<file path="config.mk">
export PLATFORM = sky130hd
export DESIGN_NAME = bg_fetcher_flat
export DESIGN_NICKNAME = d
export VERILOG_FILES = /design/src/hdl/gb_ppu_pkg.sv /design/src/hdl/pixel_fifo_if.sv /design/src/hdl/bg_fetcher.sv /design/src/flat_wrapper.sv
export VERILOG_INCLUDE_DIRS = /design/src /design/src/hdl
export SDC_FILE = /design/constraint.sdc
export NUM_CORES = 1
export LEC_CHECK = 0
export BUFFER_PORTS_ARGS = -buffer_cell sky130_fd_sc_hd__buf_4
export CAP_MARGIN = 20
export CORE_MARGIN = 2
export CORE_UTILIZATION = 42
export DETAILED_ROUTE_END_ITERATION = 8
export GPL_TIMING_DRIVEN = 1
export PLACE_DENSITY_LB_ADDON = 0.3
export RECOVER_POWER = 100
export SLEW_MARGIN = 25
export SYNTH_ARGS = -nofsm -noshare
export SYNTH_HDL_FRONTEND = slang
export SYNTH_SLANG_ARGS = --single-unit
</file>
<file path="constraint.sdc">
create_clock -name clk -period 2 [get_ports clk]
set_input_delay 0 -clock clk [delete_from_list [all_inputs] [get_ports clk]]
set_output_delay 0 -clock clk [all_outputs]
set_load 0.005 [all_outputs]
</file>
<file path="src/hdl/gb_ppu_settings.svh">
`ifndef GB_PPU_SETTINGS_SVH
`define GB_PPU_SETTINGS_SVH

// ==========================================================================
// Line and frame timing
// ==========================================================================
`define DOTS_PER_LINE   456
`define LINES_PER_FRAME 154
`define SCREEN_HEIGHT   144
`define SCREEN_WIDTH    160
`define MODE2_LEN       80
`define MODE3_LEN       172

// ==========================================================================
// CPU address map
// ==========================================================================
`define VRAM_START 16'h8000
`define VRAM_END   16'h9FFF
`define OAM_START  16'hFE00
`define OAM_END    16'hFE9F
`define REGS_START 16'hFF40
`define REGS_END   16'hFF4B

// LCD registers
`define LCDC_ADDR 16'hFF40
`define STAT_ADDR 16'hFF41
`define SCY_ADDR  16'hFF42
`define SCX_ADDR  16'hFF43
`define LY_ADDR   16'hFF44
`define LYC_ADDR  16'hFF45
`define DMA_ADDR  16'hFF46
`define BGP_ADDR  16'hFF47
`define WY_ADDR   16'hFF4A
`define WX_ADDR   16'hFF4B

`endif
</file>
<file path="src/hdl/gb_ppu_pkg.sv">
package gb_ppu_pkg;

  // STAT mode field encoding
  typedef enum logic [1:0] {
    MODE_HBLANK   = 2'd0,
    MODE_VBLANK   = 2'd1,
    MODE_OAM_SCAN = 2'd2,
    MODE_TRANSFER = 2'd3
  } ppu_mode_t;

  // Background fetcher steps
  typedef enum logic [1:0] {
    FETCH_TILE_NO = 2'd0,
    FETCH_DATA_LO = 2'd1,
    FETCH_DATA_HI = 2'd2,
    FETCH_PUSH    = 2'd3
  } fetch_state_t;

  // Writable LCD register bytes
  // stat_en[3] LYC, [2] OAM scan, [1] VBlank, [0] HBlank
  typedef struct packed {
    logic [7:0] lcdc;
    logic [3:0] stat_en;
    logic [7:0] scy;
    logic [7:0] scx;
    logic [7:0] lyc;
    logic [7:0] bgp;
    logic [7:0] wy;
    logic [7:0] wx;
  } ppu_regs_t;

endpackage

</file>
<file path="src/hdl/pixel_fifo_if.sv">
`timescale 1ns/1ps

interface pixel_fifo_if;

  // One row of 8 color indices, leftmost pixel in bits 15:14
  logic [15:0] row;
  // Single-cycle push strobe
  logic push;
  // FIFO holds 8 or fewer entries
  logic room;
  // Start of pixel transfer, restarts the fetcher
  logic clear;

  modport fetcher (
    output push,
    output row,
    input  room,
    input  clear
  );

  modport fifo (
    input  push,
    input  row,
    output room,
    output clear
  );

endinterface

</file>
<file path="src/hdl/bg_fetcher.sv">
`timescale 1ns/1ps

`include "gb_ppu_settings.svh"

module bg_fetcher (
  input  logic                  clk,
  input  logic                  reset,
  input  gb_ppu_pkg::ppu_mode_t mode,
  input  logic [7:0]            ly,
  input  gb_ppu_pkg::ppu_regs_t regs,
  output logic [12:0]           fetch_addr,
  input  logic [7:0]            fetch_data,
  pixel_fifo_if.fetcher         fifo
);

  gb_ppu_pkg::fetch_state_t state;
  logic [4:0]               tile_col;
  logic [7:0]               tile_no;
  logic [7:0]               data_lo;
  logic [7:0]               data_hi;
  logic [7:0]               map_y;
  logic [15:0]              map_addr;
  logic [15:0]              tile_base;
  logic [15:0]              data_addr;
  logic                     active;

  // Fetch only in pixel transfer, not on the restart cycle
  assign active = (mode == gb_ppu_pkg::MODE_TRANSFER) && !fifo.clear;

  // ========================================================================
  // VRAM addressing
  // ========================================================================
  // Background row in the 256x256 map
  assign map_y = ly + regs.scy;

  // 32x32 map, LCDC bit 3 picks which one
  assign map_addr = (regs.lcdc[3] ? 16'h9C00 : 16'h9800) + {6'd0, map_y[7:3], tile_col};

  // 16 bytes per tile
  always_comb begin
    if (regs.lcdc[4]) begin
      tile_base = 16'h8000 + {4'd0, tile_no, 4'd0};
    end else begin
      // Signed tile number around 9000h
      tile_base = 16'h9000 + {{4{tile_no[7]}}, tile_no, 4'd0};
    end
  end

  // Two bytes per fine row, high byte second
  assign data_addr = tile_base + {12'd0, map_y[2:0], (state == gb_ppu_pkg::FETCH_DATA_HI)};

  assign fetch_addr = (state == gb_ppu_pkg::FETCH_TILE_NO) ? 13'(map_addr - `VRAM_START)
                                                           : 13'(data_addr - `VRAM_START);

  // ========================================================================
  // Fetch state machine
  // ========================================================================
  always_ff @(posedge clk or posedge reset) begin
    if (reset) begin
      state    <= gb_ppu_pkg::FETCH_TILE_NO;
      tile_col <= 5'd0;
    end else if (fifo.clear) begin
      // Coarse scroll picks the first column
      state    <= gb_ppu_pkg::FETCH_TILE_NO;
      tile_col <= regs.scx[7:3];
    end else if (mode != gb_ppu_pkg::MODE_TRANSFER) begin
      state <= gb_ppu_pkg::FETCH_TILE_NO;
    end else begin
      case (state)
        gb_ppu_pkg::FETCH_TILE_NO: state <= gb_ppu_pkg::FETCH_DATA_LO;
        gb_ppu_pkg::FETCH_DATA_LO: state <= gb_ppu_pkg::FETCH_DATA_HI;
        gb_ppu_pkg::FETCH_DATA_HI: state <= gb_ppu_pkg::FETCH_PUSH;
        gb_ppu_pkg::FETCH_PUSH: begin
          // Wait for space, column wraps at 32
          if (fifo.room) begin
            state    <= gb_ppu_pkg::FETCH_TILE_NO;
            tile_col <= tile_col + 5'd1;
          end
        end
        default: state <= gb_ppu_pkg::FETCH_TILE_NO;
      endcase
    end
  end

  // Fetched bytes
  always_ff @(posedge clk) begin
    if (active) begin
      case (state)
        gb_ppu_pkg::FETCH_TILE_NO: tile_no <= fetch_data;
        gb_ppu_pkg::FETCH_DATA_LO: data_lo <= fetch_data;
        gb_ppu_pkg::FETCH_DATA_HI: data_hi <= fetch_data;
        default: ;
      endcase
    end
  end

  // Bit 7 of each plane is the leftmost pixel
  always_comb begin
    for (int i = 0; i < 8; i++) begin
      fifo.row[2*i +: 2] = {data_hi[i], data_lo[i]};
    end
  end

  assign fifo.push = active && (state == gb_ppu_pkg::FETCH_PUSH) && fifo.room;

endmodule

</file>
<file path="src/flat_wrapper.sv">
// flat-port wrapper written by rule: the top's interface ports become plain ports
module bg_fetcher_flat 
  (clk, reset, mode, ly, regs, fetch_addr, fetch_data, fifo_push, fifo_row, fifo_room, fifo_clear);
  pixel_fifo_if fifo_i ();
  input  logic clk;
  input  logic reset;
  input  gb_ppu_pkg::ppu_mode_t mode;
  input  logic [7:0] ly;
  input  gb_ppu_pkg::ppu_regs_t regs;
  output logic [12:0] fetch_addr;
  input  logic [7:0] fetch_data;
  output wire logic [$bits(fifo_i.push)-1:0] fifo_push;
  output wire logic [$bits(fifo_i.row)-1:0] fifo_row;
  input wire logic [$bits(fifo_i.room)-1:0] fifo_room;
  input wire logic [$bits(fifo_i.clear)-1:0] fifo_clear;
  assign fifo_push = fifo_i.push;
  assign fifo_row = fifo_i.row;
  assign fifo_i.room = fifo_room;
  assign fifo_i.clear = fifo_clear;
  bg_fetcher u_core (.clk(clk), .reset(reset), .mode(mode), .ly(ly), .regs(regs), .fetch_addr(fetch_addr), .fetch_data(fetch_data), .fifo(fifo_i));
endmodule
</file>
# Word level (Yosys, flattened, before mapping)
# Cells that the tools add are included.
totals:
  out_inout_bits: 30
  wordCells: 42
  regBits: 31
  inputBits: 82
classes:
  muxes: 11
  eq_ne: 7
  reduce_logical: 11
  addsub: 8
ops:
  columns: ["operator", "n"]
  rows:
  - ["two-way mux 13 bit", 2]
  - ["subtractor 13 x 1 -> 13 bit, second input constant", 2]
  - ["two-way mux 5 bit", 4]
  - ["adder 1 x 12 -> 13 bit, first input constant", 1]
  - ["adder 13 x 10 -> 13 bit", 1]
  - ["adder 13 bit, first input constant", 1]
  - ["adder 13 x 4 -> 13 bit", 1]
  - ["two-way mux 11 bit", 1]
  - ["adder 8 bit", 1]
  - ["one-hot mux 2 bit (4 select lines)", 1]
  - ["== test 2 bit, second input constant", 3]
  - ["two-way mux 2 bit", 3]
  - ["AND reduction 2 bit", 3]
  - ["adder 5 x 1 -> 5 bit, second input constant", 1]
  - ["inequality test 2 bit, second input constant", 2]
  - ["inequality test 4 x 3 -> 1 bit, second input constant", 1]
  - ["nonzero test 2 bit", 2]
  - ["logical AND 1 bit", 3]
  - ["AND reduction 3 bit", 1]
  - ["== test 2 x 1 -> 1 bit, second input constant", 1]
  - ["zero test 2 bit", 1]
  - ["zero test 1 bit", 1]

# Logic depth before layout (Yosys ltp)
logic_depth:
  ltp_word: 5
  depth_mapped: 7
  ltp_nobuf: 7

# Least setup slack after synthesis
# Ideal clock, no wire load.
synth_path:
  path_kind: "register to register"
  startpoint: "register u_core.state[0]"
  endpoint: "register u_core.tile_no[0] (enable)"
  arrival_ns: 1.233
  n_path_buf: 1
  path_stages_with_launch: 5
  setup_slack_ns: 0.436
  required_ns: 1.668
  path_cell_list: "dfrtp_1 inv_1 ha_1 clkbuf_1 and2_1"
synth_via:
  elab_chain_cells: 2
synth_rtl:
  columns: ["element", "line_no", "source"]
  rows:
  - ["start: declaration", "bg_fetcher.sv:16", "gb_ppu_pkg::fetch_state_t state;"]
  - ["start signal: assignment", "bg_fetcher.sv:60", "state <= gb_ppu_pkg::FETCH_TILE_NO;"]
  - ["start signal: assignment", "bg_fetcher.sv:64", "state <= gb_ppu_pkg::FETCH_TILE_NO;"]
  - ["start signal: assignment", "bg_fetcher.sv:67", "state <= gb_ppu_pkg::FETCH_TILE_NO;"]
  - ["zero test 2 bit", "bg_fetcher.sv:88", "case (state)"]
  - ["AND reduction 2 bit (no source line)", null, null]
  - ["end signal: assignment", "bg_fetcher.sv:89", "gb_ppu_pkg::FETCH_TILE_NO: tile_no <= fetch_data;"]
  - ["end: declaration", "bg_fetcher.sv:18", "logic [7:0] tile_no;"]
# No other way between the ends.
# A chain may end at the register's enable or synchronous reset.

# Worst setup path in the final report
layout_path:
  startpoint: "register u_core.state[1]"
  endpoint: "register u_core.tile_col[1]"
layout_via:
  elab_chain_cells: 3
layout_rtl:
  columns: ["element", "line_no", "source"]
  rows:
  - ["== test 2 bit", "bg_fetcher.sv:69", "case (state)"]
  - ["nonzero test 2 bit (no source line)", null, null]
  - ["AND reduction 3 bit (no source line)", null, null]
  - ["end signal: assignment", "bg_fetcher.sv:65", "tile_col <= regs.scx[7:3];"]
  - ["end signal: assignment", "bg_fetcher.sv:77", "tile_col <= tile_col + 5'd1;"]
  - ["end: declaration", "bg_fetcher.sv:17", "logic [4:0] tile_col;"]
# No other way between the ends.

==> results by group <==
Outcome
  • Status: finished, final reports clean

Final layout
  • Core Util, Final: 62.2%
  • Nets: 320
  • # fillers: between 300 and 400
  • Area growth syn-to-layout: 44.2%
  • ANT cells: 0
  • Multi-input logic area: between 700 and 800 um^2
  • Sequential Area: approximately 900 um^2
  • Finished Layout Cells: 276
  • Final instance area: about 0.0025 mm^2
  • Share of layout cells above drive strength 1: between 30 and 40%

Min path
  • Worst hold path type: in -> reg

Placement
  • Post-Place Worst Slack: between 0.3 and 0.4 ns
  • I/O Buffers: 66
  • Hpwl dp: roughly 3.1 mm
  • Post-DP Area: about 0.0023 mm^2
  • Placed Instances: between 200 and 300
  • Routability cong.: between 0.8 and 0.9

Detailed routing
  • WL final: 4.19 mm
  • Drt pass-1 iters: 4
  • Antenna-violating nets left: 0
  • Vias post-DR: around 1,400
  • Via density per instance: slightly above 5
  • Routed length per instance: 15.2 um
  • Post-route DRC: 0
  • Initial DRC count: 87

Clock tree
  • Worst-case clock buffer depth: 2
  • Setup bufs post-CTS: 0
  • CTS tree: yes
  • # H-tree levels: 2
  • Clk_lat worst skew: approximately 0.27 ns
  • Clock sinks: 31
  • Clock Tree Root: clkbuf_8
  • CTS clk-pin slew, worst paths: about 0.06 ns
  • CTS buffer count: 5

Logic synthesis
  • Synthesized net count: ~240
  • Synth Instances: 140
  • Synth Flop Type: edfxtp_1
  • Cell variety after synth: 47
  • Syn avg cell area: 12.1 um^2
  • Asr flop ratio synth: around 23%
  • Ys Warns: 0
  • Sequential share of the synthesized area: between 50 and 60%
  • Synth Cell Area: about 0.0017 mm^2
  • EDFF count, synth: 24
  • FF+latch count, synth: 31

Power and ir drop
  • Power Density: ~630 mW/mm^2
  • Clock Power Share: 31.8%
  • Reg power frac: between 40 and 50%
  • Comb pwr share: 21.1%
  • Total net switching power: roughly 370 uW
  • VDD IR max: 443 uV
  • Sw Ratio: between 20% and 30%
  • Total internal power: approximately 1.2 mW
  • Leak pwr: 1.03 nW

Die
  • I/O Pins: 112
  • Initial Util: approximately 43%
  • Core box area: 0.00394 mm^2
  • DIE AREA: around 0.0046 mm^2
  • Die Y: approximately 68 um
  • Cell row count: 23
  • Die X: 67.6 um

Worst setup path
  • CP Capture Type: flop
  • Startpoint types: flop
  • WP data arrival: 1.98 ns
  • Worst path required time: 2.16 ns
  • Crit Path Max Fanout: 5
  • Crit Path Category: reg -> reg

Timing
  • Post-route setup slack: 0.180 ns
  • Max Freq: ~550 MHz
  • Tmin final: 1.82 ns
  • Fin. Hold Viols: 0
  • Max-slew violations: 0
  • Crit share post-route: roughly 91%
  • Slew margin rel.: approximately 62%
  • Clk_skew: about 0.0035 ns
  • Worst hold slack: ~0.059 ns
  • Final setup fails: 0
  • Measured slew at the worst slew-check pin: between 0.5 and 0.6 ns

GRT
  • Number of global-route vias before repair: about 1,500
  • GRT Residual Overflow: 0
  • Global-route wire length before repair: about 6.8 mm
  • Initial antenna violation count: 0
  • Pin count of the biggest net entering global routing: 13
  • Tot GR Track Use: 20.4%

Flow run
  • Max cap viols: 0
[path summary, 6_finish.rpt]
path,start,to,slack [ns],cells after the start
worst max-delay path,u_core.state[1],u_core.tile_col[1],0.18,5
worst min-delay path,fifo_clear,u_core.tile_col[3],0.06,2
worst max register to register,u_core.state[1],u_core.tile_col[1],0.18,5
worst min register to register,u_core.tile_col[4],u_core.tile_col[4],0.57,1
max in group asynchronous,reset,u_core.state[1],1.57,3
min in group asynchronous,reset,u_core.tile_col[4],0.21,3
[placed cells by master (no fill, tap or decap), types with 2 or more instances in the layout]
master and n:
buf_4 43, edfxtp_1 24, clkbuf_1 14, dlygate4sd3_1 14
inv_1 12, clkbuf_4 12, ha_1 11, nand2_1 8
dfrtp_1 7, o21ai_0 6, clkbuf_8 6, nor2b_1 4
mux2_2 4, nand3_1 3, a21oi_1 3, nor2_1 3
o21a_1 3, and3_1 2, o22ai_1 2, nor3b_1 2
a221o_1 2, mux2i_1 2, o31ai_2 2, a211oi_1 2
xor2_1 2, nor3_1 2, a22oi_1 2, nand3b_1 2
a21o_1 2, o2bb2ai_1 2, and2_1 2
[Yosys cell counts (all sizes together) (2+ instances only)]
cell type,number,area [um^2]
a22oi,2,15.0
clkbuf,2,7.51
nor4,2,12.5
a221o,2,20.0
nor3,2,10.0
nor3b,2,15.0
mux2i,2,20.0
o21ai,7,35.0
mux2,4,45.0
dfrtp,7,175
xor2,2,17.5
nor2,3,11.3
a21o,2,15.0
nor2b,4,25.0
inv,12,45.0
nand2,8,30.0
o2bb2ai,2,17.5
ha,12,150
o22ai,2,12.5
nand3b,2,15.0
edfxtp,24,721
and3,2,12.5
nand3,3,20.0
o31ai,3,32.5
a21oi,3,15.0
buf,2,12.5
o21a,3,22.5
and2,3,18.8
a211oi,3,35.0
[power groups by stage]
stage / Combinational, mW / Clock (mW) / Sequential, mW
after global routing: 0.362 / 0.531 / 0.727
final: 0.326 / 0.491 / 0.725
after CTS: 0.330 / 0.511 / 0.725
after global placement: 0.293 / 0 / 0.737
after floorplan: 0.158 / 0 / 0.734
after detailed placement: 0.305 / 0 / 0.738
[cells by family after synthesis]
logic type                 count (synthesis)  share of synthesized area (%)
buffers and inverters                     16                           3.83
DFF                                       31                           52.7
muxes                                      6                           3.83
AOI/OAI and AO/OA                         36                           16.3
xor gates and xnor gates                   2                           1.03
adders and majority gates                 13                           10.0
and+or+nand+nor                           36                           12.3
[area by class of cell]
type / instances / share of cell area (%)
Clock buffer: 7 / 3.52
Tap cell: 50 / 2.55
Multi-Input combinational cell: 93 / 30.8
Sequential cell: 31 / 36.5
Clock inverter: 1 / 0.204
Inverter: 12 / 1.84
Timing Repair Buffer: 82 / 24.5
[per-layer routing]
metal / track usage (%) / up-vias / wire [um]
met1: 23.0 / 675 / 1700
met3: 5.17 / 6 / 234
met5: 0 / - / 0
met4: 10.5 / 0 / 52
li1: - / 702 / -
met2: 35.3 / 50 / 2200
[what timing repair did]
| item | CTS | global route |
|---|---|---|
| hold buffers | 14 | 0 |
| setup endpoints to repair | 1 | 4 |
| resized for setup | 1 | 4 |
| hold endpoints to repair | 35 | 0 |
[worst max-delay path, stage by stage, from the launching register on]
cell and delay [ns]:
dfrtp_1 0.39, ha_1 0.20, and4_4 0.28, mux2i_1 0.18, o21ai_0 0.09, dlygate4sd3_1 0.57
[state kept, by name, indices dropped and copies added, names as in the netlist]
| register | count |
|---|---|
| u_core.data_hi | 8 |
| u_core.data_lo | 8 |
| u_core.state | 2 |
| u_core.tile_col | 5 |
| u_core.tile_no | 8 |
[stage by stage]
stage,power [mW],TNS [ns]
after floorplan,0.892,0
after global placement,1.03,0
after detailed placement,1.04,0
after CTS,1.57,0
after global routing,1.62,-0.00143
final,1.54,0
No activity file was read; power rests on OpenSTA's default activity.
