`src/hdl/gb_ppu_settings.svh`:
```
`ifndef GB_PPU_SETTINGS_SVH
`define GB_PPU_SETTINGS_SVH

// ==========================================================================
// Line and frame timing
// ==========================================================================
`define DOTS_PER_LINE   456
`define LINES_PER_FRAME 154
`define SCREEN_HEIGHT   144
`define SCREEN_WIDTH    160
`define MODE2_LEN       80
`define MODE3_LEN       172

// ==========================================================================
// CPU address map
// ==========================================================================
`define VRAM_START 16'h8000
`define VRAM_END   16'h9FFF
`define OAM_START  16'hFE00
`define OAM_END    16'hFE9F
`define REGS_START 16'hFF40
`define REGS_END   16'hFF4B

// LCD registers
`define LCDC_ADDR 16'hFF40
`define STAT_ADDR 16'hFF41
`define SCY_ADDR  16'hFF42
`define SCX_ADDR  16'hFF43
`define LY_ADDR   16'hFF44
`define LYC_ADDR  16'hFF45
`define DMA_ADDR  16'hFF46
`define BGP_ADDR  16'hFF47
`define WY_ADDR   16'hFF4A
`define WX_ADDR   16'hFF4B

`endif
```
`src/hdl/gb_ppu_pkg.sv`:
```
package gb_ppu_pkg;

  // STAT mode field encoding
  typedef enum logic [1:0] {
    MODE_HBLANK   = 2'd0,
    MODE_VBLANK   = 2'd1,
    MODE_OAM_SCAN = 2'd2,
    MODE_TRANSFER = 2'd3
  } ppu_mode_t;

  // Background fetcher steps
  typedef enum logic [1:0] {
    FETCH_TILE_NO = 2'd0,
    FETCH_DATA_LO = 2'd1,
    FETCH_DATA_HI = 2'd2,
    FETCH_PUSH    = 2'd3
  } fetch_state_t;

  // Writable LCD register bytes
  // stat_en[3] LYC, [2] OAM scan, [1] VBlank, [0] HBlank
  typedef struct packed {
    logic [7:0] lcdc;
    logic [3:0] stat_en;
    logic [7:0] scy;
    logic [7:0] scx;
    logic [7:0] lyc;
    logic [7:0] bgp;
    logic [7:0] wy;
    logic [7:0] wx;
  } ppu_regs_t;

endpackage

```
`src/hdl/pixel_fifo_if.sv`:
```
`timescale 1ns/1ps

interface pixel_fifo_if;

  // One row of 8 color indices, leftmost pixel in bits 15:14
  logic [15:0] row;
  // Single-cycle push strobe
  logic push;
  // FIFO holds 8 or fewer entries
  logic room;
  // Start of pixel transfer, restarts the fetcher
  logic clear;

  modport fetcher (
    output push,
    output row,
    input  room,
    input  clear
  );

  modport fifo (
    input  push,
    input  row,
    output room,
    output clear
  );

endinterface

```
`src/hdl/bg_pixel_fifo.sv`:
```
`timescale 1ns/1ps

`include "gb_ppu_settings.svh"

module bg_pixel_fifo (
  input  logic                  clk,
  input  logic                  reset,
  input  gb_ppu_pkg::ppu_mode_t mode,
  input  logic [7:0]            ly,
  input  gb_ppu_pkg::ppu_regs_t regs,
  pixel_fifo_if.fifo            fifo,
  output logic                  pixel_valid,
  output logic [7:0]            pixel_x,
  output logic [7:0]            pixel_y,
  output logic [1:0]            pixel_shade
);

  // Head of queue in bits 31:30
  logic [31:0]           shifter;
  logic [31:0]           shifted;
  logic [4:0]            count;
  logic [4:0]            kept;
  logic [2:0]            discard;
  logic [7:0]            x_count;
  logic [1:0]            color;
  gb_ppu_pkg::ppu_mode_t mode_prev;
  logic                  in_transfer;
  logic                  pop;

  assign in_transfer = (mode == gb_ppu_pkg::MODE_TRANSFER);
  // First dot of each pixel transfer
  assign fifo.clear  = in_transfer && (mode_prev != gb_ppu_pkg::MODE_TRANSFER);
  assign fifo.room   = (count <= 5'd8);

  // One pixel per dot once anything is queued
  assign pop     = in_transfer && !fifo.clear && (count != 5'd0);
  assign shifted = pop ? (shifter << 2) : shifter;
  assign kept    = count - {4'd0, pop};

  // ========================================================================
  // Queue and line counters
  // ========================================================================
  always_ff @(posedge clk or posedge reset) begin
    if (reset) begin
      shifter   <= 32'd0;
      count     <= 5'd0;
      discard   <= 3'd0;
      x_count   <= 8'd0;
      mode_prev <= gb_ppu_pkg::MODE_OAM_SCAN;
    end else begin
      mode_prev <= mode;
      if (fifo.clear) begin
        shifter <= 32'd0;
        count   <= 5'd0;
        // Fine scroll drops leading pixels
        discard <= regs.scx[2:0];
        x_count <= 8'd0;
      end else begin
        // New row lands right behind what is left
        if (fifo.push) begin
          shifter <= shifted | ({fifo.row, 16'd0} >> {kept, 1'b0});
          count   <= kept + 5'd8;
        end else begin
          shifter <= shifted;
          count   <= kept;
        end
        if (pop) begin
          if (discard != 3'd0) begin
            discard <= discard - 3'd1;
          end else if (x_count < 8'(`SCREEN_WIDTH)) begin
            x_count <= x_count + 8'd1;
          end
        end
      end
    end
  end

  // ========================================================================
  // Palette and pixel output
  // ========================================================================
  // LCDC bit 0 off blanks background to color 0
  assign color = regs.lcdc[0] ? shifter[31:30] : 2'b00;

  assign pixel_valid = pop && (discard == 3'd0) && (x_count < 8'(`SCREEN_WIDTH));
  assign pixel_shade = regs.bgp[{color, 1'b0} +: 2];
  assign pixel_x     = x_count;
  assign pixel_y     = ly;

endmodule

```
`src/flat_wrapper.sv`:
```
// flat-port wrapper written by rule: the top's interface ports become plain ports
module bg_pixel_fifo_flat 
  (clk, reset, mode, ly, regs, pixel_valid, pixel_x, pixel_y, pixel_shade, fifo_push, fifo_row, fifo_room, fifo_clear);
  pixel_fifo_if fifo_i ();
  input  logic clk;
  input  logic reset;
  input  gb_ppu_pkg::ppu_mode_t mode;
  input  logic [7:0] ly;
  input  gb_ppu_pkg::ppu_regs_t regs;
  output logic pixel_valid;
  output logic [7:0] pixel_x;
  output logic [7:0] pixel_y;
  output logic [1:0] pixel_shade;
  input wire logic [$bits(fifo_i.push)-1:0] fifo_push;
  input wire logic [$bits(fifo_i.row)-1:0] fifo_row;
  output wire logic [$bits(fifo_i.room)-1:0] fifo_room;
  output wire logic [$bits(fifo_i.clear)-1:0] fifo_clear;
  assign fifo_i.push = fifo_push;
  assign fifo_i.row = fifo_row;
  assign fifo_room = fifo_i.room;
  assign fifo_clear = fifo_i.clear;
  bg_pixel_fifo u_core (.clk(clk), .reset(reset), .mode(mode), .ly(ly), .regs(regs), .fifo(fifo_i), .pixel_valid(pixel_valid), .pixel_x(pixel_x), .pixel_y(pixel_y), .pixel_shade(pixel_shade));
endmodule
```
`config.mk`:
```
export PLATFORM = sky130hd
export DESIGN_NAME = bg_pixel_fifo_flat
export DESIGN_NICKNAME = d
export VERILOG_FILES = /design/src/hdl/gb_ppu_pkg.sv /design/src/hdl/pixel_fifo_if.sv /design/src/hdl/bg_pixel_fifo.sv /design/src/flat_wrapper.sv
export VERILOG_INCLUDE_DIRS = /design/src /design/src/hdl
export SDC_FILE = /design/constraint.sdc
export NUM_CORES = 1
export LEC_CHECK = 0
export BUFFER_PORTS_ARGS = -buffer_cell sky130_fd_sc_hd__buf_2
export CORE_MARGIN = 2
export CORE_UTILIZATION = 47
export CTS_CLUSTER_DIAMETER = 150
export DETAILED_ROUTE_END_ITERATION = 10
export PLACE_DENSITY_LB_ADDON = 0.08
export SETUP_SLACK_MARGIN = 0.3
export SLEW_MARGIN = 25
export SYNTH_ARGS = -nofsm -noshare
export SYNTH_HDL_FRONTEND = slang
export SYNTH_SLANG_ARGS = --single-unit
export TNS_END_PERCENT = 20
```
`constraint.sdc`:
```
create_clock -name clk -period 4 [get_ports clk]
set_clock_uncertainty 0.05 [all_clocks]
set_input_delay 0.6 -clock clk [delete_from_list [all_inputs] [get_ports clk]]
set_output_delay 0.6 -clock clk [all_outputs]
set_load 0.01 [all_outputs]
```
# ---- After elaboration in Yosys (flattened, before gate mapping)
# Cells that the tools add are included.
dict set report word_totals {
  reg_bits 50
  inputBits 89
  wordCells 44
}
dict set report op_classes {
  muxes 13
  add_sub_neg 4
  bitwise 1
  n_shift 2
  n_lt_le_gt_ge 2
  reduce_logical 14
  n_eq_ne 3
}
# op n
set ops {}
lappend ops {{32-bit two-way mux} 3}
lappend ops {{8-bit two-way mux} 4}
lappend ops {{32-bit bitwise OR} 1}
lappend ops {{32-bit by 6-bit >> shifter with 32-bit output} 1}
lappend ops {{5-bit two-way mux} 2}
lappend ops {{3-bit two-way mux} 3}
lappend ops {{8-bit by 1-bit adder with 8-bit output (second input constant)} 1}
lappend ops {{8-bit < comparator (second input constant)} 1}
lappend ops {{8-bit by 4-bit indexed part select with 2-bit output} 1}
lappend ops {{2-bit nonzero test} 3}
lappend ops {{5-bit by 4-bit adder with 5-bit output (second input constant)} 1}
lappend ops {{5-bit by 4-bit <= comparator with 1-bit output (second input constant)} 1}
lappend ops {{1-bit logical AND} 5}
lappend ops {{5-bit nonzero test} 1}
lappend ops {{5-bit by 1-bit subtractor with 5-bit output} 1}
lappend ops {{3-bit zero test} 1}
lappend ops {{3-bit AND reduction} 1}
lappend ops {{3-bit nonzero test} 1}
lappend ops {{3-bit by 1-bit subtractor with 3-bit output (second input constant)} 1}
lappend ops {{2-bit equality test (second input constant)} 1}
lappend ops {{2-bit two-way mux} 1}
lappend ops {{2-bit by 1-bit inequality test with 1-bit output (second input constant)} 1}
lappend ops {{2-bit inequality test (second input constant)} 1}
lappend ops {{2-bit AND reduction} 1}
lappend ops {{1-bit zero test} 1}

# ---- Depth between registers and ports, before layout
# Gate-level depths: netlist of the first run.
dict set report depth {
  depth_word 10
  ltp_mapped 13
}

# ---- Worst setup path before layout of the first run
# No wires, ideal clock.
dict set report synth_timing {
  path_type {input to register}
  from {in mode[0]}
  to {reg u_core.shifter[0]}
  path_stages 12
  t_arrival_ns 2.751
  slack_ns 1.062
  n_path_buf 3
  path_cell_list {nand4_1 -> a21o_1 -> inv_2 -> clkbuf_1 -> ha_1 -> buf_2 -> buf_2 -> mux2_2 -> mux2i_1 -> mux2i_1 -> a22oi_1 -> nor2_1}
}
dict set report synth_between {
  elab_chain_len 10
  word_cells_on_any_way 11
  cone_classes {add/sub: 1; eq/ne: 1; shift: 1; mux: 3; bitwise: 1; reduce/logical: 4}
}
# item line
set synth_lines {}
lappend synth_lines {{start: declaration} flat_wrapper.sv:7} ;# input gb_ppu_pkg::ppu_mode_t mode;
lappend synth_lines {{2-bit equality test (*)} bg_pixel_fifo.sv:30} ;# assign in_transfer = (mode == gb_ppu_pkg::MODE_TRANSFER);
lappend synth_lines {{1-bit logical AND} bg_pixel_fifo.sv:32} ;# assign fifo.clear = in_transfer && (mode_prev != gb_ppu_pkg::MODE_TRANSFER);
lappend synth_lines {{1-bit zero test} bg_pixel_fifo.sv:36} ;# assign pop = in_transfer && !fifo.clear && (count != 5'd0);
lappend synth_lines {{1-bit logical AND (2 in series)} bg_pixel_fifo.sv:36}
lappend synth_lines {{5-bit by 1-bit subtractor with 5-bit output} bg_pixel_fifo.sv:38} ;# assign kept = count - {4'd0, pop};
lappend synth_lines {{32-bit by 6-bit >> shifter with 32-bit output} bg_pixel_fifo.sv:61} ;# shifter <= shifted | ({fifo.row, 16'd0} >> {kept, 1'b0});
lappend synth_lines {{32-bit bitwise OR} bg_pixel_fifo.sv:61}
lappend synth_lines {{32-bit two-way mux} bg_pixel_fifo.sv:60} ;# if (fifo.push) begin
lappend synth_lines {{32-bit two-way mux (*)} bg_pixel_fifo.sv:52} ;# if (fifo.clear) begin
lappend synth_lines {{end signal: assignment} bg_pixel_fifo.sv:61}
lappend synth_lines {{end signal: assignment} bg_pixel_fifo.sv:64} ;# shifter <= shifted;
lappend synth_lines {{end: declaration} bg_pixel_fifo.sv:19} ;# logic [31:0] shifter;
# Mark *: on every way between the ends. The rest lies on a longest branch, timed or not.
# A chain may end at the register's enable or synchronous reset.

# ---- Final worst setup path of the first run
dict set report layout_timing {
  from {reg u_core.count[1]}
  to {reg u_core.shifter[1]}
}
dict set report layout_between {
  elab_chain_len 7
  word_cells_on_any_way 8
  cone_classes {add/sub: 1; shift: 1; mux: 3; bitwise: 1; reduce/logical: 2}
}
# item line
set layout_lines {}
lappend layout_lines {{start: declaration} bg_pixel_fifo.sv:21} ;# logic [4:0] count;
lappend layout_lines {{start signal: assignment} bg_pixel_fifo.sv:62} ;# count <= kept + 5'd8;
lappend layout_lines {{start signal: assignment} bg_pixel_fifo.sv:65} ;# count <= kept;
lappend layout_lines {{5-bit nonzero test} bg_pixel_fifo.sv:36}
lappend layout_lines {{1-bit logical AND} bg_pixel_fifo.sv:36}
lappend layout_lines {{5-bit by 1-bit subtractor with 5-bit output} bg_pixel_fifo.sv:38}
lappend layout_lines {{32-bit by 6-bit >> shifter with 32-bit output} bg_pixel_fifo.sv:61}
lappend layout_lines {{32-bit bitwise OR} bg_pixel_fifo.sv:61}
lappend layout_lines {{32-bit two-way mux (*)} bg_pixel_fifo.sv:60}
lappend layout_lines {{32-bit two-way mux (*)} bg_pixel_fifo.sv:52}
# Marked as above.

==> results.sh, run 1 <==
export IMPL_final_max_slew_viol_count=0
export IMPL_hpwl_um=5940
export IMPL_syn_inst=388
export IMPL_grt_overflow_total=0
export IMPL_nNetsFinal=510
export IMPL_ios=110
export IMPL_combPwrFrac_pct=44.2
export IMPL_hold_ws_ns=0.326
export IMPL_crit_family="multiplexers"
export IMPL_cts_sinks=50
export IMPL_cp_depth=9
export IMPL_numCtsBuffers=5
export IMPL_hold_viol=0
export IMPL_cts_resized=0
export IMPL_grt_pass1_wl_um=13900
export IMPL_r2r_start="u_core.count[1]"
export IMPL_layout_common_cells="nand2_1, dfrtp_1, buf_2"
export IMPL_core_rowCount=31
export IMPL_firstDrtPassIters=4
export IMPL_pwr_share_clk_pct=15.4
export IMPL_drc_errors=0
export IMPL_status="complete, no violations"
export IMPL_placed_cell_area_um2=3670
export IMPL_tightest_slew_ns=0.728
export IMPL_via_per_inst=5.54
export IMPL_synthDistinctLibCells=55
export IMPL_syn2layout_area_growth_pct=8.95
export IMPL_yosysSeqAreaShare_pct=36.3
export IMPL_syn_area_um2=3450
export IMPL_fmax_mhz=303
export IMPL_die_x_um=89.7
export IMPL_h_tree_depth=2
export IMPL_grt_usage_pct=21.0
export IMPL_switching_power_mw=0.829
export IMPL_max_stage_delay_ns=0.76
export IMPL_drive_gt1_share_pct=23.3
export IMPL_ff2ff_path_depth=9
export IMPL_antenna_found_initial=0
export IMPL_clk_pin_slew_ns=0.10
export IMPL_clk_latency_ns=0.30
export IMPL_clock_root_buffer="clkbuf_8"
export IMPL_power_density_nw_per_um2=542
export IMPL_hp_class="input port to asynchronous set/reset pin"
export IMPL_hold_buffers=0
export IMPL_routed_wl_um=8220
export IMPL_synth_seq_cells=50
export IMPL_crit_type="flip-flop to flip-flop"
export IMPL_start_util_pct=48.1
export IMPL_dieArea_um2=8050
export IMPL_crit_top_cell="mux2i_1"
export IMPL_grt_busiest_layer="met1"
export IMPL_synth_edf_count=0
export IMPL_setup_ws_ns=0.700
export IMPL_use_met2_pct=31.6
export IMPL_timing_max_cap_violations=0
export IMPL_cts_setup_buffers=0
export IMPL_cts_buffer_depth=2
export IMPL_grt_max_degree=51
export IMPL_gr_usage_met1_pct=31.7
export IMPL_rr_endpoint="u_core.shifter[1]"
export IMPL_met3_usage_pct=3.60
export IMPL_peakVddDrop_v=0.000181
export IMPL_period_share_pct=82.5
export IMPL_syn_avg_cell_area_um2=8.90
export IMPL_slew_headroom_pct=51.4
export IMPL_path_buf_inv=1
export IMPL_crit_chain="nor3_4, a21o_1, inv_2, ha_1, mux2_2, mux2i_1, mux2i_1, a22oi_1, nor2_1"
export IMPL_cts_tree="done"
export IMPL_yosys_warnings=0
export IMPL_drtIter0Drc=189
export IMPL_wire_per_inst_um=15.9
export IMPL_cp_max_fo=21
export IMPL_multiInputGateArea_um2=1980
export IMPL_final_cell_area_um2=3760
export IMPL_arrival_ns=3.43
export IMPL_seq_area_um2=1250
export IMPL_place_congestion=0.872
export IMPL_cp_data_required_time_ns=4.13
export IMPL_cp_slowest_cell="ha_1"
export IMPL_rrSetupSlack_ns=0.70
export IMPL_leakagePower_nw=1.65
export IMPL_fp_dieH_um=89.7
export IMPL_fillers=700
export IMPL_endpoint_kind="flip-flop"
export IMPL_power_frac_seq_pct=40.5
export IMPL_synth_fp_nets=482
export IMPL_final_common_cell="nand2_1"
export IMPL_period_needed_ns=3.30
export IMPL_num_vias=2860
export IMPL_rsz0062_at_grt="false"
export IMPL_p_int_mw=1.21
export IMPL_ys_flop_type="dfrtp_1"
export IMPL_place_port_buffers=45
export IMPL_insertedDiodeCount=0
export IMPL_coreArea_um2=7180
export IMPL_cp_start_kind="flip-flop"
export IMPL_swShare_pct=40.7
export IMPL_setup_violations=0
export IMPL_dp_slack_ns=0.738
export IMPL_synthArstFlopShare_pct=100
export IMPL_antenna_left=0
export IMPL_final_setup_tns_ns=0
export IMPL_grt_pass1_vias=2680
==> worst max path at each step <==
stage | from | end | slack (ns)
3_5_place_dp | u_core.count[1] | u_core.shifter[21] | 0.74
3_3_place_gp | u_core.count[1] | u_core.shifter[1] | 0.76
4_1_cts | u_core.count[1] | u_core.shifter[21] | 0.71
2_1_floorplan | mode[0] | u_core.shifter[0] | 1.06
6_report | u_core.count[1] | u_core.shifter[1] | 0.70
5_1_grt | u_core.count[2] | u_core.shifter[20] | 0.47
==> final cells by class <==
cell class	instances	area share, %
clock buffers	6	2.20
inverters	10	1.06
well taps	99	3.29
flip-flops and latches	50	33.3
clock inverters	2	0.333
multi-input cells	298	52.6
repair buffers	51	7.19
==> sequential cells by signal, summed over array words and instances (netlist names) <==
register,flops
u_core.pixel_x,8
u_core.mode_prev,2
u_core.count,5
u_core.discard,3
u_core.shifter,32
==> metrics by stage <==
stage	utilization, %	instances	power [mW]
floorplan	-	388	1.53
global placement	51.1	508	1.72
detailed placement	51.1	508	1.73
CTS	52.4	516	2.05
global route	52.4	516	2.19
finish	52.4	516	2.04
==> power groups by stage <==
stage	registers (mW)	clock network, mW	logic, mW
global placement	0.829	0	0.887
finish	0.825	0.313	0.901
CTS	0.824	0.327	0.899
global route	0.851	0.346	0.998
detailed placement	0.835	0	0.894
floorplan	0.768	0	0.759
==> cells in the mapped netlist (9+ instances only) <==
cell type,number,area share [%]
a31oi_1,20,3.6
buf_4,12,2.6
dfrtp_1,49,36
mux2_2,16,5.2
mux2i_1,23,6.7
nand2_1,80,8.7
nand3_1,11,1.6
nor2_1,38,4.1
o21ai_0,9,1.3
o22ai_1,10,1.8
==> layer usage <==
| metal | share of wire [%] | up-vias |
|---|---|---|
| met5 | 0 | - |
| met4 | 0.95 | 0 |
| met3 | 4.4 | 6 |
| met2 | 44 | 68 |
| met1 | 50 | 1374 |
| li1 | - | 1412 |
==> logic make-up after synthesis <==
family,after synthesis,synth area share (%)
compound gates,78,16.3
xor+xnor,16,5.80
fa+ha+maj,5,1.81
buf+inv,40,6.38
flops,50,36.3
mux,39,11.9
simple gates,160,21.5
(Power assumes the default switching activity.)
==> run 2: changes to the inputs <==
==> constraint.sdc (replaced) <==
create_clock -name clk -period 2.7 [get_ports clk]
set_clock_uncertainty 0.05 [all_clocks]
set_input_delay 0.405 -clock clk [delete_from_list [all_inputs] [get_ports clk]]
set_output_delay 0.405 -clock clk [all_outputs]
set_load 0.01 [all_outputs]
==> run 2 against run 1 <==
Sequential power increased by 43%. Global-route usage up 2.9 points. Sequential share of layout area is 4.8 points lower. Cell area is 17% higher. Register-to-register slack got worse by 0.54 ns. Wire length up 12%. Clock-buffer cell count rose by 1. Fmax grew 30%. Largest power group unchanged.
==> results.sh, run 2 (same netlist as run 1, synthesis figures left out) <==
export IMPL_leakagePower_nw=1.88
export IMPL_timing_max_cap_violations=0
export IMPL_cts_sinks=50
export IMPL_slew_headroom_pct=58.9
export IMPL_power_frac_seq_pct=32.9
export IMPL_status="complete, no violations"
export IMPL_numCtsBuffers=5
export IMPL_cp_data_required_time_ns=2.81
export IMPL_wire_per_inst_um=16.7
export IMPL_cp_max_fo=7
export IMPL_hold_buffers=0
export IMPL_drtIter0Drc=169
export IMPL_antenna_found_initial=0
export IMPL_die_x_um=89.7
export IMPL_switching_power_mw=1.45
export IMPL_dieArea_um2=8050
export IMPL_final_max_slew_viol_count=0
export IMPL_cts_tree="done"
export IMPL_grt_max_degree=50
export IMPL_grt_overflow_total=0
export IMPL_firstDrtPassIters=4
export IMPL_total_power_mw=3.57
export IMPL_pwr_share_clk_pct=12.5
export IMPL_setup_violations=0
export IMPL_final_setup_tns_ns=0
export IMPL_peakVddDrop_v=0.000305
export IMPL_combPwrFrac_pct=54.6
export IMPL_insertedDiodeCount=0
export IMPL_routed_wl_um=9230
export IMPL_hpwl_um=6430
export IMPL_place_port_buffers=45
export IMPL_via_per_inst=5.54
export IMPL_ios=110
export IMPL_num_vias=3053
export IMPL_p_int_mw=2.13
export IMPL_syn2layout_area_growth_pct=27.3
export IMPL_fp_dieH_um=89.7
export IMPL_hp_class="input port to asynchronous set/reset pin"
export IMPL_crit_type="flip-flop to flip-flop"
export IMPL_clock_root_buffer="clkbuf_8"
export IMPL_cts_buffer_depth=2
export IMPL_hold_viol=0
export IMPL_final_common_cell="nand2_1"
export IMPL_hold_ws_ns=0.107
export IMPL_coreArea_um2=7180
export IMPL_h_tree_depth=2
export IMPL_fmax_mhz=393
export IMPL_grt_pass1_vias=3021
export IMPL_placed_cell_area_um2=3830
export IMPL_antenna_left=0
export IMPL_endpoint_kind="flip-flop"
export IMPL_drive_gt1_share_pct=36.5
export IMPL_clk_pin_slew_ns=0.10
export IMPL_arrival_ns=2.66
export IMPL_rsz0062_at_grt="true"
export IMPL_drc_errors=0
export IMPL_place_congestion=0.910
export IMPL_grt_pass1_wl_um=15400
export IMPL_period_needed_ns=2.54
export IMPL_period_share_pct=94.2
export IMPL_final_cell_area_um2=4400
export IMPL_swShare_pct=40.4
export IMPL_cp_start_kind="flip-flop"
export IMPL_regMostFlops="u_core.shifter"
export IMPL_largest_reg_flops=32
export IMPL_nNetsFinal=545
export IMPL_fillers=648
export IMPL_layout_common_cells="nand2_1, dfrtp_1, buf_2"
export IMPL_grt_usage_pct=23.8
export IMPL_start_util_pct=48.1
export IMPL_tightest_slew_ns=0.616
export IMPL_core_rowCount=31
export IMPL_clk_latency_ns=0.31
export IMPL_power_density_nw_per_um2=813
[run 2: cell types whose count changed in the layout (fill, tap and decap cells not counted), sizes merged]
cell / delta
clkbuf: +1
clkinv: -1
buf: +35
[run 2: power by group through the flow]
stage / logic, mW / registers (mW) / clock network, mW
6_report: 1.95 / 1.18 / 0.447
5_1_grt: 2.11 / 1.21 / 0.483
4_1_cts: 1.80 / 1.17 / 0.453
3_5_place_dp: 1.51 / 1.18 / 0
3_3_place_gp: 1.51 / 1.17 / 0
2_1_floorplan: 1.17 / 1.14 / 0
[run 2: path summary, 6_finish.rpt]
check	start	to	slack, ns	cells after the start
hold reg to reg	u_core.shifter[7]	u_core.shifter[9]	0.49	2
setup / recovery	u_core.count[0]	u_core.shifter[14]	0.16	10
min in group clk	mode[1]	u_core.mode_prev[1]	0.16	1
setup reg to reg	u_core.count[0]	u_core.shifter[14]	0.16	10
hold / removal	reset	u_core.shifter[24]	0.11	2
max in group asynchronous	reset	u_core.mode_prev[1]	1.79	3
[run 2: routing by layer]
metal  vias up  part of all wire [%]  routed length [um]  GRT usage, %
met3        10                   3.3                 308          3.19
met1      1474                    48                4430          33.5
met5         -                     0                   0             0
met4         0                   1.0                  92          5.51
li1       1493                     -                   -             -
met2        76                    48                4400          39.5
[run 2: through the flow]
step	utilization, %	std cells	worst slack, ns
6_report	61.3	551	0.156
5_1_grt	61.3	551	0.0592
4_1_cts	59.2	547	0.151
3_5_place_dp	53.4	526	-0.0346
3_3_place_gp	53.4	526	-0.0640
2_1_floorplan	-	388	0.0652
[run 2: final cells by class]
class,count,area [um2],share of cell area [%]
Clock buffer,7,76.3,1.74
Clock inverter,1,7.51,0.171
Inverter,10,37.5,0.854
Multi-Input combinational cell,298,2320,52.7
Sequential cell,50,1250,28.5
Tap cell,99,124,2.82
Timing Repair Buffer,86,579,13.2
[run 2: worst max-delay path, cell delays in order (launching register included)]
cell and delay [ns]:
dfrtp_1 0.42, nor3_4 0.25, a21o_1 0.18, inv_2 0.08
ha_4 0.34, buf_6 0.15, mux2_4 0.33, mux2i_4 0.17
nand2_1 0.08, a32oi_2 0.21, o22ai_1 0.13
[run 2: what timing repair did]
item,in CTS,in global routing
resized for setup,42,23
endpoints found under the setup margin,32,34
pin swaps,16,8
setup buffers,13,4
hold endpoints to repair,0,0
==> run 3: changes to the inputs <==
--- a/config.mk
+++ b/config.mk
@@ -8,7 +8,7 @@
 export LEC_CHECK = 0
 export BUFFER_PORTS_ARGS = -buffer_cell sky130_fd_sc_hd__buf_2
 export CORE_MARGIN = 2
-export CORE_UTILIZATION = 47
+export CORE_UTILIZATION = 25
 export CTS_CLUSTER_DIAMETER = 150
 export DETAILED_ROUTE_END_ITERATION = 10
 export PLACE_DENSITY_LB_ADDON = 0.08
==> run 3 against run 2 <==
Worst setup slack better by 0.056 ns. Sequential power about the same. First-iteration DRC count down 8.9%. Cell count up 17%. Fmax up 2.2%. Largest power group unchanged. Highest routed layer unchanged.
==> results.sh, run 3 (same netlist as run 1, synthesis figures left out) <==
export IMPL_status="complete, no violations"
export IMPL_crit_path_start="u_core.mode_prev[1]"
export IMPL_cp_slowest_cell="dfstp_2"
export IMPL_grt_overflow_total=0
export IMPL_hold_ws_ns=0.0939
export IMPL_grt_pass1_wl_um=16800
export IMPL_pwr_share_clk_pct=18.0
export IMPL_cp_data_required_time_ns=2.81
export IMPL_firstDrtPassIters=4
export IMPL_cts_buffer_depth=2
export IMPL_layout_common_cells="nand2_1, dfrtp_1, buf_2"
export IMPL_largest_reg_flops=32
export IMPL_regMostFlops="u_core.shifter"
export IMPL_leakagePower_nw=2.02
export IMPL_r2r_start="u_core.mode_prev[1]"
export IMPL_grt_max_degree=33
export IMPL_ff2ff_path_depth=10
export IMPL_timing_max_cap_violations=0
export IMPL_peakVddDrop_v=0.000244
export IMPL_rsz0062_at_grt="true"
export IMPL_rr_endpoint="u_core.shifter[14]"
export IMPL_wl_met1_um=5060
export IMPL_coreArea_um2=13300
export IMPL_clk_latency_ns=0.30
export IMPL_cts_tree="done"
export IMPL_tightest_slew_ns=0.544
export IMPL_rrSetupSlack_ns=0.21
export IMPL_switching_power_mw=1.54
export IMPL_slew_headroom_pct=63.7
export IMPL_arrival_ns=2.60
export IMPL_clk_pin_slew_ns=0.07
export IMPL_period_share_pct=92.2
export IMPL_place_congestion=0.807
export IMPL_final_cells=643
export IMPL_hold_viol=0
export IMPL_p_int_mw=2.49
export IMPL_hp_class="input port to asynchronous set/reset pin"
export IMPL_met2RoutedLength_um=5010
export IMPL_die_x_um=122
export IMPL_antenna_found_initial=0
export IMPL_power_frac_seq_pct=29.3
export IMPL_antenna_left=0
export IMPL_via_per_inst=4.88
export IMPL_hold_buffers=0
export IMPL_crit_type="flip-flop to flip-flop"
export IMPL_routed_wl_um=10600
export IMPL_numCtsBuffers=5
export IMPL_period_needed_ns=2.49
export IMPL_cp_max_fo=4
export IMPL_final_core_util_pct=35.8
export IMPL_placed_cells=614
export IMPL_drtIter0Drc=154
export IMPL_wire_per_inst_um=16.5
export IMPL_wl_met3_um=308
export IMPL_crit_family="compound AO/OA/AOI/OAI gates"
export IMPL_power_density_nw_per_um2=842
export IMPL_clock_root_buffer="clkbuf_16"
export IMPL_fp_dieH_um=122
export IMPL_final_common_cell="nand2_1"
export IMPL_grt_pass1_vias=3108
export IMPL_drive_gt1_share_pct=40.0
export IMPL_setup_violations=0
export IMPL_cts_sinks=50
export IMPL_dieArea_um2=14800
export IMPL_cp_depth=10
export IMPL_drc_errors=0
export IMPL_swShare_pct=38.1
export IMPL_max_stage_delay_ns=0.53
export IMPL_num_vias=3139
export IMPL_top_layer="met4"
export IMPL_insertedDiodeCount=0
export IMPL_endpoint_kind="flip-flop"
export IMPL_crit_path_end="u_core.shifter[14]"
export IMPL_path_buf_inv=2
export IMPL_hpwl_um=7730
export IMPL_place_port_buffers=45
export IMPL_crit_chain="nand4_1, a21o_1, inv_2, ha_4, buf_6, mux2_4, mux2i_4, nand2_1, a32oi_2, o22ai_1"
export IMPL_h_tree_depth=2
export IMPL_core_rowCount=42
export IMPL_final_max_slew_viol_count=0
export IMPL_fmax_mhz=402
export IMPL_ios=110
export IMPL_start_util_pct=25.9
export IMPL_nNetsFinal=560
export IMPL_cp_start_kind="flip-flop"
export IMPL_grt_usage_pct=14.9
export IMPL_combPwrFrac_pct=52.7
export IMPL_syn2layout_area_growth_pct=38.6
[run 3: cell types whose count changed in the layout (fill, tap and decap cells not counted), sizes merged]
cell / previous run / this run
clkinvlp: 1 / 0
buf: 86 / 100
xnor2: 10 / 11
bufinv: 0 / 1
[run 3: final cells by class]
type                       instances  area [um2]
fill                            1415        8560
multi-input combinational        299        2380
timing repair buffer             100         734
inverter                          10        37.5
sequential                        50        1250
clock buffer                       7         133
clock inverter                     1        30.0
tap                              176         220
[run 3: worst min path at each step]
stage,start,endpoint,slack [ns],depth (start not counted)
finish,reset,u_core.discard[0],0.09,2
global route,reset,u_core.discard[0],0.13,2
CTS,reset,u_core.mode_prev[0],0.11,2
detailed placement,reset,u_core.discard[0],0.43,2
global placement,reset,u_core.discard[0],0.44,2
floorplan,mode[1],u_core.mode_prev[1],0.36,0
[run 3: routing by layer]
| layer | vias to the layer above | track usage, % |
|---|---|---|
| met4 | 0 | 4.24 |
| met5 | - | 0 |
| li1 | 1528 | - |
| met2 | 56 | 24.8 |
| met1 | 1535 | 19.8 |
| met3 | 20 | 2.63 |
[run 3: power by group through the flow]
stage / Clock, mW / Combinational (mW) / Sequential (mW)
2_1_floorplan: 0 / 1.17 / 1.14
3_3_place_gp: 0 / 1.62 / 1.19
3_5_place_dp: 0 / 1.62 / 1.20
4_1_cts: 0.743 / 1.92 / 1.18
5_1_grt: 0.772 / 2.31 / 1.22
6_report: 0.724 / 2.12 / 1.18
[run 3: stage by stage]
step / setup TNS (ns) / setup slack, ns / instance area, um2 / total power, mW
6_report: 0 / 0.211 / 4780 / 4.03
5_1_grt: 0 / 0.0816 / 4780 / 4.30
4_1_cts: 0 / 0.0921 / 4530 / 3.85
3_5_place_dp: -0.209 / -0.0768 / 4030 / 2.82
3_3_place_gp: -0.626 / -0.122 / 4030 / 2.81
2_1_floorplan: 0 / 0.0652 / 3520 / 2.31
[run 3: timing repair]
item                                   CTS  global route
setup buffers                            7            13
gates cloned                             1             0
pin swaps                               12            15
endpoints found under the hold margin    0             0
resized for setup                       47            25
setup endpoints to repair               33            35
